--- src/rtl/ahb_axi_macros.svh ---
`ifndef AHB_AXI_MACROS_SVH
`define AHB_AXI_MACROS_SVH

// ******************************
// bus widths
// ******************************
`define AXI_ADDR_W 32
`define AXI_DATA_W 32
`define AXI_STRB_W (`AXI_DATA_W/8)      // one strobe per byte lane
`define AXI_ID_W   1

// ******************************
// ahb transfer types
// ******************************
`define HTRANS_IDLE   2'b00
`define HTRANS_BUSY   2'b01
`define HTRANS_NONSEQ 2'b10
`define HTRANS_SEQ    2'b11

// ******************************
// axi constants
// ******************************
`define AXI_RESP_OKAY  2'b00
`define AXI_BURST_INCR 2'b01             // single beats only, len is always 0

`endif
--- src/rtl/ahb_axi_pkg.sv ---
`include "ahb_axi_macros.svh"

package ahb_axi_pkg;

   // ******************************
   // channel payloads
   // ******************************

   // address beat, shared by aw and ar
   typedef struct packed {
      logic [`AXI_ADDR_W-1:0] addr;
      logic [2:0]             size;   // log2 of bytes in the beat
      logic [2:0]             prot;
   } axi_ax_t;

   // single write beat
   typedef struct packed {
      logic [`AXI_DATA_W-1:0] data;
      logic [`AXI_STRB_W-1:0] strb;
   } axi_w_t;

   // ******************************
   // channel result back to ahb side
   // ******************************

   // done is a one cycle pulse, err only means something with done
   typedef struct packed {
      logic                   done;
      logic                   err;
      logic [`AXI_DATA_W-1:0] rdata;   // zero on the write side
   } ahb_rsp_t;

endpackage

--- src/rtl/ahb_to_axi4.sv ---
`timescale 1ns/10ps
`include "ahb_axi_macros.svh"

module ahb_to_axi4 import ahb_axi_pkg::*; (
   input  logic                   clk,
   input  logic                   rst_l,
   // ahb-lite slave
   input  logic [`AXI_ADDR_W-1:0] haddr,
   input  logic [2:0]             hsize,
   input  logic [1:0]             htrans,
   input  logic                   hwrite,
   input  logic [`AXI_DATA_W-1:0] hwdata,
   input  logic [3:0]             hprot,
   input  logic                   hnonsec,
   input  logic                   hsel,
   input  logic                   hreadyin,
   output logic [`AXI_DATA_W-1:0] hrdata,
   output logic                   hreadyout,
   output logic                   hresp,
   // axi4 write channels
   output logic                   awvalid,
   input  logic                   awready,
   output logic [`AXI_ID_W-1:0]   awid,
   output logic [`AXI_ADDR_W-1:0] awaddr,
   output logic [7:0]             awlen,
   output logic [2:0]             awsize,
   output logic [1:0]             awburst,
   output logic [2:0]             awprot,
   output logic                   wvalid,
   input  logic                   wready,
   output logic [`AXI_DATA_W-1:0] wdata,
   output logic [`AXI_STRB_W-1:0] wstrb,
   output logic                   wlast,
   input  logic                   bvalid,
   output logic                   bready,
   input  logic [1:0]             bresp,
   // axi4 read channels
   output logic                   arvalid,
   input  logic                   arready,
   output logic [`AXI_ID_W-1:0]   arid,
   output logic [`AXI_ADDR_W-1:0] araddr,
   output logic [7:0]             arlen,
   output logic [2:0]             arsize,
   output logic [1:0]             arburst,
   output logic [2:0]             arprot,
   input  logic                   rvalid,
   output logic                   rready,
   input  logic [`AXI_DATA_W-1:0] rdata,
   input  logic [1:0]             rresp
);

   logic     wr_req;
   logic     rd_req;
   axi_ax_t  req_ax;
   axi_w_t   req_w;
   ahb_rsp_t wr_rsp;
   ahb_rsp_t rd_rsp;
   axi_ax_t  aw_s;
   axi_w_t   w_s;
   axi_ax_t  ar_s;

   ahb_slave_ctrl u_ctrl (
      .clk, .rst_l, .haddr, .hsize, .htrans, .hwrite, .hwdata, .hprot, .hnonsec,
      .hsel, .hreadyin, .hrdata, .hreadyout, .hresp,
      .wr_req, .rd_req, .ax(req_ax), .w(req_w), .wr_rsp, .rd_rsp
   );

   axi_wr_chan u_wr (
      .clk, .rst_l, .wr_req, .ax(req_ax), .w(req_w),
      .awvalid, .awready, .aw(aw_s), .wvalid, .wready, .w_out(w_s),
      .bvalid, .bready, .bresp, .rsp(wr_rsp)
   );

   axi_rd_chan u_rd (
      .clk, .rst_l, .rd_req, .ax(req_ax),
      .arvalid, .arready, .ar(ar_s), .rvalid, .rready, .rdata, .rresp, .rsp(rd_rsp)
   );

   // ******************************
   // single beat, fixed id
   // ******************************
   assign awid    = '0;
   assign awaddr  = aw_s.addr;
   assign awlen   = 8'd0;
   assign awsize  = aw_s.size;
   assign awburst = `AXI_BURST_INCR;
   assign awprot  = aw_s.prot;
   assign wdata   = w_s.data;
   assign wstrb   = w_s.strb;
   assign wlast   = 1'b1;        // every write is one beat
   assign arid    = '0;
   assign araddr  = ar_s.addr;
   assign arlen   = 8'd0;
   assign arsize  = ar_s.size;
   assign arburst = `AXI_BURST_INCR;
   assign arprot  = ar_s.prot;

endmodule

--- src/rtl/ahb_slave_ctrl.sv ---
`timescale 1ns/10ps
`include "ahb_axi_macros.svh"

module ahb_slave_ctrl import ahb_axi_pkg::*; (
   input  logic                   clk,
   input  logic                   rst_l,
   input  logic [`AXI_ADDR_W-1:0] haddr,
   input  logic [2:0]             hsize,
   input  logic [1:0]             htrans,
   input  logic                   hwrite,
   input  logic [`AXI_DATA_W-1:0] hwdata,
   input  logic [3:0]             hprot,
   input  logic                   hnonsec,
   input  logic                   hsel,
   input  logic                   hreadyin,
   output logic [`AXI_DATA_W-1:0] hrdata,
   output logic                   hreadyout,
   output logic                   hresp,
   output logic                   wr_req,
   output logic                   rd_req,
   output axi_ax_t                ax,
   output axi_w_t                 w,
   input  ahb_rsp_t               wr_rsp,
   input  ahb_rsp_t               rd_rsp
);

   localparam int LANE_W = $clog2(`AXI_STRB_W);

   typedef enum logic [2:0] {
      s_idle,
      s_issue,    // data phase, hwdata valid here
      s_wait,     // axi side busy
      s_err1,
      s_err2
   } state_t;

   state_t                 state;
   state_t                 nxt_state;
   logic                   accept;
   logic                   misalign;
   logic                   chan_done;
   logic                   chan_err;
   logic                   write_q;
   axi_ax_t                ax_q;
   logic [`AXI_ADDR_W-1:0] size_mask;
   logic [`AXI_STRB_W-1:0] run;
   logic [`AXI_STRB_W-1:0] strb;

   // ******************************
   // address phase
   // ******************************
   assign accept = hsel & hreadyin & hreadyout &
                   ((htrans == `HTRANS_NONSEQ) | (htrans == `HTRANS_SEQ));

   always_ff @(posedge clk) begin
      if (accept) begin
         ax_q.addr <= haddr;
         ax_q.size <= hsize;
         ax_q.prot <= {~hprot[0], hnonsec, hprot[1]};   // instr, nonsecure, privileged
         write_q   <= hwrite;
      end
   end

   // low address bits below the transfer size must be zero
   assign size_mask = ({{(`AXI_ADDR_W-1){1'b0}}, 1'b1} << ax_q.size) - 1'b1;
   assign misalign  = |(ax_q.addr & size_mask);

   // run of 2**size lanes, moved up to the addressed byte
   always_comb begin
      for (int i = 0; i < `AXI_STRB_W; i++) begin
         run[i] = (i < (1 << ax_q.size));
      end
      strb = run << ax_q.addr[LANE_W-1:0];
   end

   // ******************************
   // request to the channel parts
   // ******************************
   assign wr_req = (state == s_issue) & write_q & ~misalign;
   assign rd_req = (state == s_issue) & ~write_q & ~misalign;
   assign ax     = ax_q;
   assign w      = '{data: hwdata, strb: strb};

   assign chan_done = wr_rsp.done | rd_rsp.done;
   assign chan_err  = (wr_rsp.done & wr_rsp.err) | (rd_rsp.done & rd_rsp.err);
   assign hrdata    = rd_rsp.rdata;

   // ******************************
   // ahb response and fsm
   // ******************************
   always_comb begin
      hreadyout = 1'b0;
      hresp     = 1'b0;
      case (state)
         s_idle:  hreadyout = 1'b1;
         s_wait:  hreadyout = chan_done & ~chan_err;   // ends in the done cycle
         s_err1:  hresp     = 1'b1;
         s_err2: begin
            hresp     = 1'b1;
            hreadyout = 1'b1;
         end
         default: hreadyout = 1'b0;
      endcase
   end

   always_comb begin
      nxt_state = state;
      if (accept) begin
         nxt_state = s_issue;      // back to back transfer
      end else begin
         case (state)
            s_idle:  nxt_state = s_idle;
            s_issue: nxt_state = misalign ? s_err1 : s_wait;
            s_wait: begin
               if (chan_done) begin
                  nxt_state = chan_err ? s_err1 : s_idle;
               end
            end
            s_err1:  nxt_state = s_err2;
            s_err2:  nxt_state = s_idle;
            default: nxt_state = s_idle;
         endcase
      end
   end

   always_ff @(posedge clk or posedge rst_l) begin
      if (rst_l) begin
         state <= s_idle;
      end else begin
         state <= nxt_state;
      end
   end

   a_idle_no_err: assert property (@(posedge clk) disable iff (rst_l)
      state == s_idle |-> !hresp);

endmodule

--- src/rtl/axi_rd_chan.sv ---
`timescale 1ns/10ps
`include "ahb_axi_macros.svh"

module axi_rd_chan import ahb_axi_pkg::*; (
   input  logic                   clk,
   input  logic                   rst_l,
   input  logic                   rd_req,
   input  axi_ax_t                ax,
   output logic                   arvalid,
   input  logic                   arready,
   output axi_ax_t                ar,
   input  logic                   rvalid,
   output logic                   rready,
   input  logic [`AXI_DATA_W-1:0] rdata,
   input  logic [1:0]             rresp,
   output ahb_rsp_t               rsp
);

   logic                   waiting;
   logic                   r_hs;
   logic                   done_q;
   logic                   err_q;
   logic [`AXI_DATA_W-1:0] rdata_q;

   axi_chan_hold #(.payload_t(axi_ax_t)) u_ar_hold (
      .clk     (clk),
      .rst_l   (rst_l),
      .load    (rd_req),
      .data_in (ax),
      .valid   (arvalid),
      .ready   (arready),
      .data    (ar)
   );

   assign r_hs   = rvalid & rready;
   assign rready = waiting;   // always room, ahb blocks until data returns

   always_ff @(posedge clk or posedge rst_l) begin
      if (rst_l) begin
         waiting <= 1'b0;
         done_q  <= 1'b0;
         err_q   <= 1'b0;
      end else begin
         if (rd_req) begin
            waiting <= 1'b1;
         end else if (r_hs) begin
            waiting <= 1'b0;
         end
         done_q <= r_hs;
         err_q  <= r_hs & (rresp != `AXI_RESP_OKAY);
      end
   end

   // read data stays put until the next read returns
   always_ff @(posedge clk) begin
      if (r_hs) begin
         rdata_q <= rdata;
      end
   end

   assign rsp = '{done: done_q, err: err_q, rdata: rdata_q};

endmodule

--- src/rtl/axi_wr_chan.sv ---
`timescale 1ns/10ps
`include "ahb_axi_macros.svh"

module axi_wr_chan import ahb_axi_pkg::*; (
   input  logic       clk,
   input  logic       rst_l,
   input  logic       wr_req,
   input  axi_ax_t    ax,
   input  axi_w_t     w,
   output logic       awvalid,
   input  logic       awready,
   output axi_ax_t    aw,
   output logic       wvalid,
   input  logic       wready,
   output axi_w_t     w_out,
   input  logic       bvalid,
   output logic       bready,
   input  logic [1:0] bresp,
   output ahb_rsp_t   rsp
);

   logic waiting;
   logic b_hs;
   logic done_q;
   logic err_q;

   // aw and w each complete on their own
   axi_chan_hold #(.payload_t(axi_ax_t)) u_aw_hold (
      .clk     (clk),
      .rst_l   (rst_l),
      .load    (wr_req),
      .data_in (ax),
      .valid   (awvalid),
      .ready   (awready),
      .data    (aw)
   );

   axi_chan_hold #(.payload_t(axi_w_t)) u_w_hold (
      .clk     (clk),
      .rst_l   (rst_l),
      .load    (wr_req),
      .data_in (w),
      .valid   (wvalid),
      .ready   (wready),
      .data    (w_out)
   );

   assign b_hs   = bvalid & bready;
   assign bready = waiting;

   always_ff @(posedge clk or posedge rst_l) begin
      if (rst_l) begin
         waiting <= 1'b0;
         done_q  <= 1'b0;
         err_q   <= 1'b0;
      end else begin
         if (wr_req) begin
            waiting <= 1'b1;
         end else if (b_hs) begin
            waiting <= 1'b0;
         end
         done_q <= b_hs;                                  // one cycle after b
         err_q  <= b_hs & (bresp != `AXI_RESP_OKAY);      // slverr or decerr
      end
   end

   assign rsp = '{done: done_q, err: err_q, rdata: '0};

   // slave must not answer a write that was never issued
   a_b_when_busy: assert property (@(posedge clk) disable iff (rst_l)
      bvalid |-> waiting);

endmodule

--- src/rtl/axi_chan_hold.sv ---
`timescale 1ns/10ps

module axi_chan_hold import ahb_axi_pkg::*; #(
   parameter type payload_t = axi_ax_t
) (
   input  logic     clk,
   input  logic     rst_l,
   input  logic     load,
   input  payload_t data_in,
   output logic     valid,
   input  logic     ready,
   output payload_t data
);

   logic handshake;

   assign handshake = valid & ready;

   // valid goes up the cycle after load, drops the cycle after the handshake
   always_ff @(posedge clk or posedge rst_l) begin
      if (rst_l) begin
         valid <= 1'b0;
      end else if (load) begin
         valid <= 1'b1;
      end else if (handshake) begin
         valid <= 1'b0;
      end
   end

   always_ff @(posedge clk) begin
      if (load) begin
         data <= data_in;   // held until the slave takes it
      end
   end

   // ******************************
   // protocol checks
   // ******************************

   // stalled beat keeps its payload and its valid
   a_hold_stable: assert property (@(posedge clk) disable iff (rst_l)
      valid && !ready |=> valid && $stable(data));

   // requester must not reload a beat that is still pending
   a_no_overrun: assert property (@(posedge clk) disable iff (rst_l)
      load |-> !valid);

endmodule

--- config.mk ---
export PLATFORM = sky130hd
export DESIGN_NAME = ahb_to_axi4
export DESIGN_NICKNAME = d
export VERILOG_FILES = /design/src/rtl/ahb_axi_pkg.sv /design/src/rtl/ahb_to_axi4.sv /design/src/rtl/ahb_slave_ctrl.sv /design/src/rtl/axi_rd_chan.sv /design/src/rtl/axi_wr_chan.sv /design/src/rtl/axi_chan_hold.sv
export VERILOG_INCLUDE_DIRS = /design/src /design/src/rtl
export SDC_FILE = /design/constraint.sdc
export NUM_CORES = 1
export LEC_CHECK = 0
export ABC_AREA = 1
export BUFFER_PORTS_ARGS = -buffer_cell sky130_fd_sc_hd__buf_2
export CORE_MARGIN = 10
export CORE_UTILIZATION = 40
export DETAILED_ROUTE_END_ITERATION = 6
export PLACE_DENSITY = 0.71
export SLEW_MARGIN = 10
export SYNTH_ARGS = -nofsm -noshare
export SYNTH_HDL_FRONTEND = slang
export SYNTH_HIERARCHICAL = 1
export SYNTH_SLANG_ARGS = --single-unit
--- constraint.sdc ---
create_clock -name clk -period 7.05 [get_ports clk]
set_input_delay 1.0575 -clock clk [delete_from_list [all_inputs] [get_ports clk]]
set_output_delay 1.0575 -clock clk [all_outputs]
set_load 0.03 [all_outputs]
==> results.sh, run 1 <==
export IMPL_run_status="finished clean"
export IMPL_path_clk_slew_ps=70
export IMPL_clock_skew_final_ps=13.73
export IMPL_final_period_utilization_pct=54.56
export IMPL_cp_arrival_ps=3900
export IMPL_port_buffers=267
export IMPL_hold_viol=0
export IMPL_fin_nets=774
export IMPL_cp_max_fo=57
export IMPL_die_w_microns=153.4
export IMPL_start_util_pct=41.00
export IMPL_clk_path_buf_depth=2
export IMPL_post_route_drc_count=0
export IMPL_drive_gt1_share_pct=47.06
export IMPL_cts_made_buffers=17
export IMPL_wl_mm=16.31
export IMPL_detail_route_antenna_nets=0
export IMPL_htree_levels=4
export IMPL_worst_setup_path_start_kind="flop"
export IMPL_cellPowerDensity_nw_per_um2=276.1
export IMPL_wl_per_cell_microns=18.31
export IMPL_reg2reg_to="u_wr/u_w_hold/data[18]"
export IMPL_worst_slack_ps=3204
export IMPL_post_cts_setup_buffer_count=0
export IMPL_synth_warnings=6
export IMPL_track_usage_pct=13.44
export IMPL_min_to="u_rd/u_ar_hold/data[2]"
export IMPL_io_pins=294
export IMPL_first_pass_iters=4
export IMPL_cts_sinks=195
export IMPL_die_h_microns=153.4
export IMPL_syn_avg_cell_area_sq_um=16.51
export IMPL_hold_depth=0
export IMPL_holdBufCountCts=0
export IMPL_area_growth_pct=23.44
export IMPL_core_sq_um=17360
export IMPL_hp_class="reg -> reg"
export IMPL_synth_cells=431
export IMPL_gp_congestion=0.7677
export IMPL_dieArea_sq_um=23520
export IMPL_cp_end_kind="flop"
export IMPL_dpl_worst_slack_ps=3153
export IMPL_p_leak_nw=3.701
export IMPL_tightest_slew_ps=1124
export IMPL_vias_per_cell=4.264
export IMPL_worstHoldStart="u_ctrl/ax[2]"
export IMPL_rsz0062_at_grt="false"
export IMPL_cts_root_buffer="clkbuf_16"
export IMPL_dp_final_hpwl_mm=12.49
export IMPL_cts_repair_resized=0
export IMPL_grt_first_pass_wirelength_mm=24.01
export IMPL_worstSetupPathType="reg -> reg"
export IMPL_fmaxAchievable_mhz=260.0
export IMPL_drv_slew=0
export IMPL_r2r_start="u_ctrl/ax[5]"
export IMPL_grt_max_degree=58
export IMPL_hold_ws_ps=446.7
export IMPL_maxCapViolations=0
export IMPL_critPathRequiredTime_ps=7100
export IMPL_grt_pass1_vias=3924
export IMPL_max_slew_margin_pct=24.80
export IMPL_finalSetupTns_ps=0
export IMPL_grt_overflow_total=0
export IMPL_antenna_found_initial=6
export IMPL_vias=3799
export IMPL_clock_latency_ps=430
export IMPL_num_rows=48
export IMPL_initialDrtViolationCount=202
export IMPL_syn_area_sq_um=7116
export IMPL_worstRegToRegCells=13
export IMPL_cts_tree="built"
export IMPL_vdd_drop_max_mv=0.1611
export IMPL_reg2reg_slack_ps=3200
export IMPL_setup_viol_count_final=0
export IMPL_period_needed_ps=3846
## layer usage
layer  track usage (%)  wire (microns)
met4             4.498             252
met2             21.41            7768
met3             7.716            1965
met1             14.81            6297
met5                 0              28
## report_power, final
| part | switching (W) | leakage (nW) | internal [W] |
|---|---|---|---|
| Combinational | 0.0000979 | 1.59 | 0.0000479 |
| Sequential | 0.0000169 | 1.81 | 0.00130 |
| Clock | 0.000432 | 0.292 | 0.000534 |
## area by class of cell
type | instances | area, sq um
clock inverter | 14 | 173.9
inverter | 37 | 138.9
clock buffer | 17 | 425.4
multi-input combinational | 129 | 594.3
fill | 1469 | 8573
sequential | 195 | 5796
timing repair buffer | 271 | 1366
tap | 225 | 281.5
antenna | 3 | 7.507
## through the flow
step,total power [W],util [%],cell area [sq um],instances
finish,0.002425,50.61,8783,891
global route,0.002520,50.59,8781,890
CTS,0.002458,50.56,8776,888
detailed placement,0.001488,47.11,8177,857
global placement,0.001484,47.11,8177,857
floorplan,0.001448,-,7199,452
## cells in the final DEF (no fill, tap or decap), types with 3 or more instances in the layout
cell and n:
buf_2 267, edfxtp_1 183, nand2_1 48, inv_1 35
nor2_1 27, conb_1 23, clkbuf_16 17, dfrtp_1 12
o21ai_0 5, nand3_1 4, buf_4 4, diode_2 3
inv_8 3, nor3_1 3, ha_1 3
## registers in the layout, indices dropped and copies added (netlist names)
signal / cells
u_ctrl/ax: 38
u_ctrl/state: 3
u_ctrl/write_q: 1
u_rd/done_q: 1
u_rd/err_q: 1
u_rd/rdata_q: 32
u_rd/rready: 1
u_rd/u_ar_hold/data: 38
u_rd/u_ar_hold/valid: 1
u_wr/bready: 1
u_wr/done_q: 1
u_wr/err_q: 1
u_wr/u_aw_hold/data: 38
u_wr/u_aw_hold/valid: 1
u_wr/u_w_hold/data: 36
u_wr/u_w_hold/valid: 1
## worst max-delay path by stage
stage | cells after the start | from | slack (ps) | end
5_1_grt | 13 | u_ctrl/ax[5] | 2820 | u_wr/u_w_hold/data[12]
2_1_floorplan | 12 | u_ctrl/ax[5] | 2120 | u_wr/u_aw_hold/data[0]
3_3_place_gp | 13 | u_ctrl/ax[5] | 3230 | u_wr/u_w_hold/data[14]
3_5_place_dp | 13 | u_ctrl/ax[5] | 3150 | u_wr/u_w_hold/data[16]
6_report | 13 | u_ctrl/ax[5] | 3200 | u_wr/u_w_hold/data[18]
4_1_cts | 13 | u_ctrl/ax[5] | 3140 | u_wr/u_w_hold/data[18]
## critical path: stages (launching register included)
cell      delay, ps
edfxtp_1        530
inv_2           120
nor3_1          290
inv_1            80
ha_1            280
inv_1            40
nand2_1          40
nand2_1          60
nor2_1          100
nand2_1          60
nor2_1           80
nand2_1         120
nor3_4          870
buf_4           730
Power figures use the tool's default switching activity.
==> run 2: changes to the inputs <==
--- a/config.mk
+++ b/config.mk
@@ -6,7 +6,7 @@
 export SDC_FILE = /design/constraint.sdc
 export NUM_CORES = 1
 export LEC_CHECK = 0
-export ABC_AREA = 1
+export ABC_AREA = 0
 export BUFFER_PORTS_ARGS = -buffer_cell sky130_fd_sc_hd__buf_2
 export CORE_MARGIN = 10
 export CORE_UTILIZATION = 40
==> constraint.sdc (replaced) <==
create_clock -name clk -period 3.1 [get_ports clk]
set_input_delay 0.465 -clock clk [delete_from_list [all_inputs] [get_ports clk]]
set_output_delay 0.465 -clock clk [all_outputs]
set_load 0.03 [all_outputs]
==> results.sh, run 2 <==
export IMPL_run_status="finished clean"
export IMPL_syn_avg_cell_area_sq_um=18.39
export IMPL_start_util_pct=40.94
export IMPL_antenna_found_initial=0
export IMPL_most_common_layout_cells="267 x buf_2, 183 x edfxtp_1, 23 x conb_1"
export IMPL_min_to="u_ctrl/ax[9]"
export IMPL_die_w_microns=153.0
export IMPL_cts_sinks=195
export IMPL_crit_chain="buf_4 > nor2_1 > nand2_1 > ha_4 > or3b_4 > o21ai_2 > a221oi_2 > nand3_2 > nor4_4 > buf_4"
export IMPL_grt_max_degree=59
export IMPL_htree_levels=4
export IMPL_io_pins=294
export IMPL_path_clk_slew_ps=70
export IMPL_syn_area_sq_um=7081
export IMPL_track_usage_pct=14.22
export IMPL_fin_nets=728
export IMPL_slowest_delay_ps=380
export IMPL_clock_latency_ps=420
export IMPL_dpl_worst_slack_ps=271.5
export IMPL_cts_tree="built"
export IMPL_p_leak_nw=3.635
export IMPL_synth_warnings=6
export IMPL_critPathRequiredTime_ps=3210
export IMPL_period_needed_ps=2814
export IMPL_detail_route_antenna_nets=0
export IMPL_dp_final_hpwl_mm=13.16
export IMPL_vias=3761
export IMPL_post_route_drc_count=0
export IMPL_total_power_w=0.005583
export IMPL_clk_path_buf_depth=2
export IMPL_hp_class="in -> reg"
export IMPL_cpMostUsedCell="buf_4"
export IMPL_rsz0062_at_grt="false"
export IMPL_worstHoldStart="haddr[3]"
export IMPL_reg2reg_to="u_rd/u_ar_hold/data[8]"
export IMPL_cp_max_fo=14
export IMPL_hold_ws_ps=209.0
export IMPL_first_pass_iters=4
export IMPL_clock_skew_final_ps=12.72
export IMPL_area_growth_pct=24.51
export IMPL_drive_gt1_share_pct=51.78
export IMPL_cp_end_kind="flop"
export IMPL_final_cells=843
export IMPL_max_slew_margin_pct=57.90
export IMPL_final_period_utilization_pct=90.78
export IMPL_hold_viol=0
export IMPL_setup_viol_count_final=0
export IMPL_fmaxAchievable_mhz=355.4
export IMPL_post_cts_setup_buffer_count=0
export IMPL_grt_first_pass_wirelength_mm=25.36
export IMPL_worstRegToRegCells=10
export IMPL_gp_congestion=0.8949
export IMPL_r2r_start="u_ctrl/ax[5]"
export IMPL_layout_commonest_cell="buf_2"
export IMPL_worst_setup_path_start_kind="flop"
export IMPL_die_h_microns=153.0
export IMPL_worstSetupPathType="reg -> reg"
export IMPL_cts_made_buffers=17
export IMPL_maxCapViolations=0
export IMPL_cts_root_buffer="clkbuf_16"
export IMPL_dieArea_sq_um=23420
export IMPL_wl_per_cell_microns=20.16
export IMPL_port_buffers=267
export IMPL_hold_depth=1
export IMPL_wl_mm=17.00
export IMPL_cp_arrival_ps=2920
export IMPL_placed_cells=810
export IMPL_diodes=0
export IMPL_reg2reg_slack_ps=290
export IMPL_cpMaxStageDelayCell="edfxtp_1"
export IMPL_vdd_drop_max_mv=0.3712
export IMPL_cellPowerDensity_nw_per_um2=633.3
export IMPL_initialDrtViolationCount=176
export IMPL_num_rows=48
export IMPL_tightest_slew_ps=625.7
export IMPL_grt_overflow_total=0
export IMPL_drv_slew=0
export IMPL_core_sq_um=17300
export IMPL_synth_cells=385
export IMPL_worst_slack_ps=285.9
export IMPL_vias_per_cell=4.461
export IMPL_grt_pass1_vias=4051
## run 2: layout make-up
class / instances / area, sq um
well taps: 225 / 281.5
fillers: 1459 / 8481
repair buffers: 276 / 1431
inverters: 18 / 67.56
flip-flops and latches: 195 / 5796
clock inverters: 15 / 190.2
multi-input cells: 97 / 624.3
clock buffers: 17 / 425.4
## run 2: critical path: cells and delay by family (launching register included)
| family | cells | cell delay (ps) |
|---|---|---|
| AND/OR/NAND/NOR | 5 | 1130 |
| adder cells (fa/ha/maj) | 1 | 210 |
| AO/OA/AOI/OAI | 2 | 280 |
| flip-flops | 1 | 380 |
| buffers and inverters | 2 | 490 |
## run 2: per-stage QoR
step / TNS [ps] / utilization [%] / instance area (sq um)
3_3_place_gp: 0 / 47.32 / 8184
5_1_grt: 0 / 50.97 / 8816
3_5_place_dp: 0 / 47.32 / 8184
2_1_floorplan: -53660 / - / 7211
6_report: 0 / 50.97 / 8816
4_1_cts: 0 / 50.93 / 8810
## run 2: worst max-delay path by stage
stage / start / to / slack (ps) / cells past startpoint
floorplan: u_ctrl/ax[3] / u_rd/u_ar_hold/data[0] / -560 / 10
global placement: u_ctrl/ax[5] / u_rd/u_ar_hold/data[20] / 380 / 8
detailed placement: u_ctrl/ax[5] / u_rd/u_ar_hold/data[9] / 270 / 10
CTS: u_ctrl/ax[5] / u_rd/u_ar_hold/data[8] / 260 / 10
global route: u_ctrl/ax[5] / u_rd/u_ar_hold/data[10] / 110 / 10
finish: u_ctrl/ax[5] / u_rd/u_ar_hold/data[8] / 290 / 10
## run 2: what timing repair did
| action | in CTS | in global routing |
|---|---|---|
| endpoints found under the hold margin | 12 | 0 |
| hold buffers | 1 | 0 |
| setup endpoints to repair | 0 | 14 |
| gates resized for setup | 0 | 1 |
## run 2: report_power, final
group | internal, W | switching [W]
sequential | 0.00295 | 0.0000511
clock | 0.00123 | 0.00100
combinational | 0.000127 | 0.000218
## run 2: routing by layer
metal  track usage [%]  vias up  routed length (microns)
li1                  -     1731                        -
met1             15.30     1819                     6446
met2             23.49      191                     8488
met3             7.267       20                     1778
met4             5.223        0                      284
met5                 0        -                        0
==> run 3: changes to the inputs <==
--- a/config.mk
+++ b/config.mk
@@ -8,6 +8,7 @@
 export LEC_CHECK = 0
 export ABC_AREA = 0
 export BUFFER_PORTS_ARGS = -buffer_cell sky130_fd_sc_hd__buf_2
+export CAP_MARGIN = 20
 export CORE_MARGIN = 10
 export CORE_UTILIZATION = 40
 export DETAILED_ROUTE_END_ITERATION = 6
==> constraint.sdc (replaced) <==
create_clock -name clk -period 3.1 [get_ports clk]
set_input_delay 0.31 -clock clk [delete_from_list [all_inputs] [get_ports clk]]
set_output_delay 0.31 -clock clk [all_outputs]
set_load 0.03 [all_outputs]
==> results.sh, run 3 (same netlist as run 2, synthesis figures left out) <==
export IMPL_area_growth_pct=24.51
export IMPL_core_sq_um=17300
export IMPL_grt_first_pass_wirelength_mm=25.59
export IMPL_worstSetupPathType="reg -> reg"
export IMPL_drive_gt1_share_pct=51.46
export IMPL_post_route_drc_count=0
export IMPL_grt_overflow_total=0
export IMPL_dp_final_hpwl_mm=13.38
export IMPL_first_pass_iters=4
export IMPL_post_route_util_pct=50.97
export IMPL_post_cts_setup_buffer_count=0
export IMPL_cp_end_kind="flop"
export IMPL_reg2reg_slack_ps=230
export IMPL_p_leak_nw=3.634
export IMPL_cts_root_buffer="clkbuf_16"
export IMPL_vias=3753
export IMPL_tightest_slew_ps=592.0
export IMPL_cp_arrival_ps=2960
export IMPL_cpMaxStageDelayCell="edfxtp_1"
export IMPL_worst_setup_path_start_kind="flop"
export IMPL_maxCapViolations=0
export IMPL_wl_mm=17.14
export IMPL_rsz0062_at_grt="false"
export IMPL_hold_viol=0
export IMPL_clock_skew_final_ps=13.08
export IMPL_critPathRequiredTime_ps=3190
export IMPL_cts_repair_resized=0
export IMPL_worstRegToRegCells=10
export IMPL_run_status="finished clean"
export IMPL_grt_pass1_vias=4042
export IMPL_io_pins=294
export IMPL_max_slew_margin_pct=60.17
export IMPL_vdd_drop_max_mv=0.3561
export IMPL_worstHoldStart="haddr[8]"
export IMPL_total_power_w=0.005577
export IMPL_r2r_start="u_ctrl/ax[5]"
export IMPL_min_to="u_ctrl/ax[14]"
export IMPL_start_util_pct=40.94
export IMPL_cts_sinks=195
export IMPL_die_w_microns=153.0
export IMPL_gp_congestion=0.9051
export IMPL_most_common_layout_cells="267 x buf_2, 183 x edfxtp_1, 23 x conb_1"
export IMPL_fin_nets=728
export IMPL_clk_path_buf_depth=2
export IMPL_reg2reg_to="u_wr/u_w_hold/data[23]"
export IMPL_fmaxAchievable_mhz=348.8
export IMPL_period_needed_ps=2867
export IMPL_vias_per_cell=4.452
export IMPL_layout_commonest_cell="buf_2"
export IMPL_cellPowerDensity_nw_per_um2=632.6
export IMPL_diodes=0
export IMPL_hold_ws_ps=56.46
export IMPL_dieArea_sq_um=23420
export IMPL_hp_class="in -> reg"
export IMPL_wl_per_cell_microns=20.33
export IMPL_cts_tree="built"
export IMPL_htree_levels=4
export IMPL_cts_made_buffers=17
export IMPL_grt_max_degree=59
export IMPL_num_rows=48
export IMPL_initialDrtViolationCount=297
export IMPL_final_period_utilization_pct=92.48
export IMPL_path_clk_slew_ps=80
export IMPL_die_h_microns=153.0
export IMPL_setup_viol_count_final=0
export IMPL_detail_route_antenna_nets=0
export IMPL_hold_depth=1
export IMPL_crit_chain="buf_4 > nor2_1 > nand2_1 > ha_4 > or3b_4 > a21oi_1 > nor4_1 > nand3_2 > nor2_4 > buf_12"
export IMPL_antenna_found_initial=0
export IMPL_drv_slew=0
export IMPL_port_buffers=267
export IMPL_cp_max_fo=58
export IMPL_track_usage_pct=14.32
export IMPL_clock_latency_ps=420
export IMPL_slowest_delay_ps=390
run 3: cell types whose count changed in the layout (fill, tap and decap cells not counted), sizes merged:
| cell | before | now |
|---|---|---|
| inv | 25 | 22 |
| clkinv | 5 | 9 |
| clkinvlp | 1 | 0 |
run 3: how the worst max path moves through the flow:
stage / start / to / slack, ps / cells past startpoint
floorplan: u_ctrl/ax[3] / u_rd/u_ar_hold/data[0] / -560 / 10
global placement: u_ctrl/ax[5] / u_wr/u_w_hold/data[23] / 370 / 8
detailed placement: u_ctrl/ax[5] / u_wr/u_w_hold/data[32] / 260 / 10
CTS: u_ctrl/ax[5] / u_wr/u_w_hold/data[23] / 240 / 10
global route: u_ctrl/ax[5] / u_wr/u_w_hold/data[6] / 70 / 10
finish: u_ctrl/ax[5] / u_wr/u_w_hold/data[23] / 230 / 10
run 3: final cells by class:
class                      count  area, sq um
fill                        1465         8481
sequential                   195         5796
timing repair buffer         276         1431
multi-input combinational     97        618.1
clock buffer                  17        425.4
tap                          225        281.5
clock inverter                15        196.4
inverter                      18        67.56
run 3: power breakdown:
part	internal [W]	total (W)	leakage, nW	switching, W
clock network	0.00123	0.00223	0.300	0.00100
logic	0.000127	0.000345	1.52	0.000218
registers	0.00295	0.00300	1.81	0.0000517
total	0.00431	0.00558	3.63	0.00127
run 3: routing by layer:
metal	GRT usage [%]	vias up	part of all wire, %	wire length [microns]
li1	-	1728	-	-
met1	15.59	1803	38	6442
met2	24.02	206	50	8627
met3	7.071	16	11	1815
met4	4.405	0	1.5	255
met5	0	-	0	0
run 3: critical path, delay by kind of cell (launching register included):
kind	cells	cell delay [ps]
fa+ha+maj	1	220
buf+inv	2	500
simple gates	6	1330
flops	1	390
compound gates	1	50
run 3: stage by stage:
stage / setup slack (ps) / instance area [sq um] / TNS [ps] / instances
6_report: 233.2 / 8816 / 0 / 843
5_1_grt: 71.99 / 8816 / 0 / 843
4_1_cts: 242.9 / 8816 / 0 / 843
3_5_place_dp: 263.1 / 8184 / 0 / 810
3_3_place_gp: 374.4 / 8184 / 0 / 810
2_1_floorplan: -561.9 / 7211 / -53660 / 406
run 3: timing repair:
action | CTS | global route
endpoints found under the setup margin | 0 | 0
hold endpoints to repair | 12 | 0
hold buffers | 1 | 0
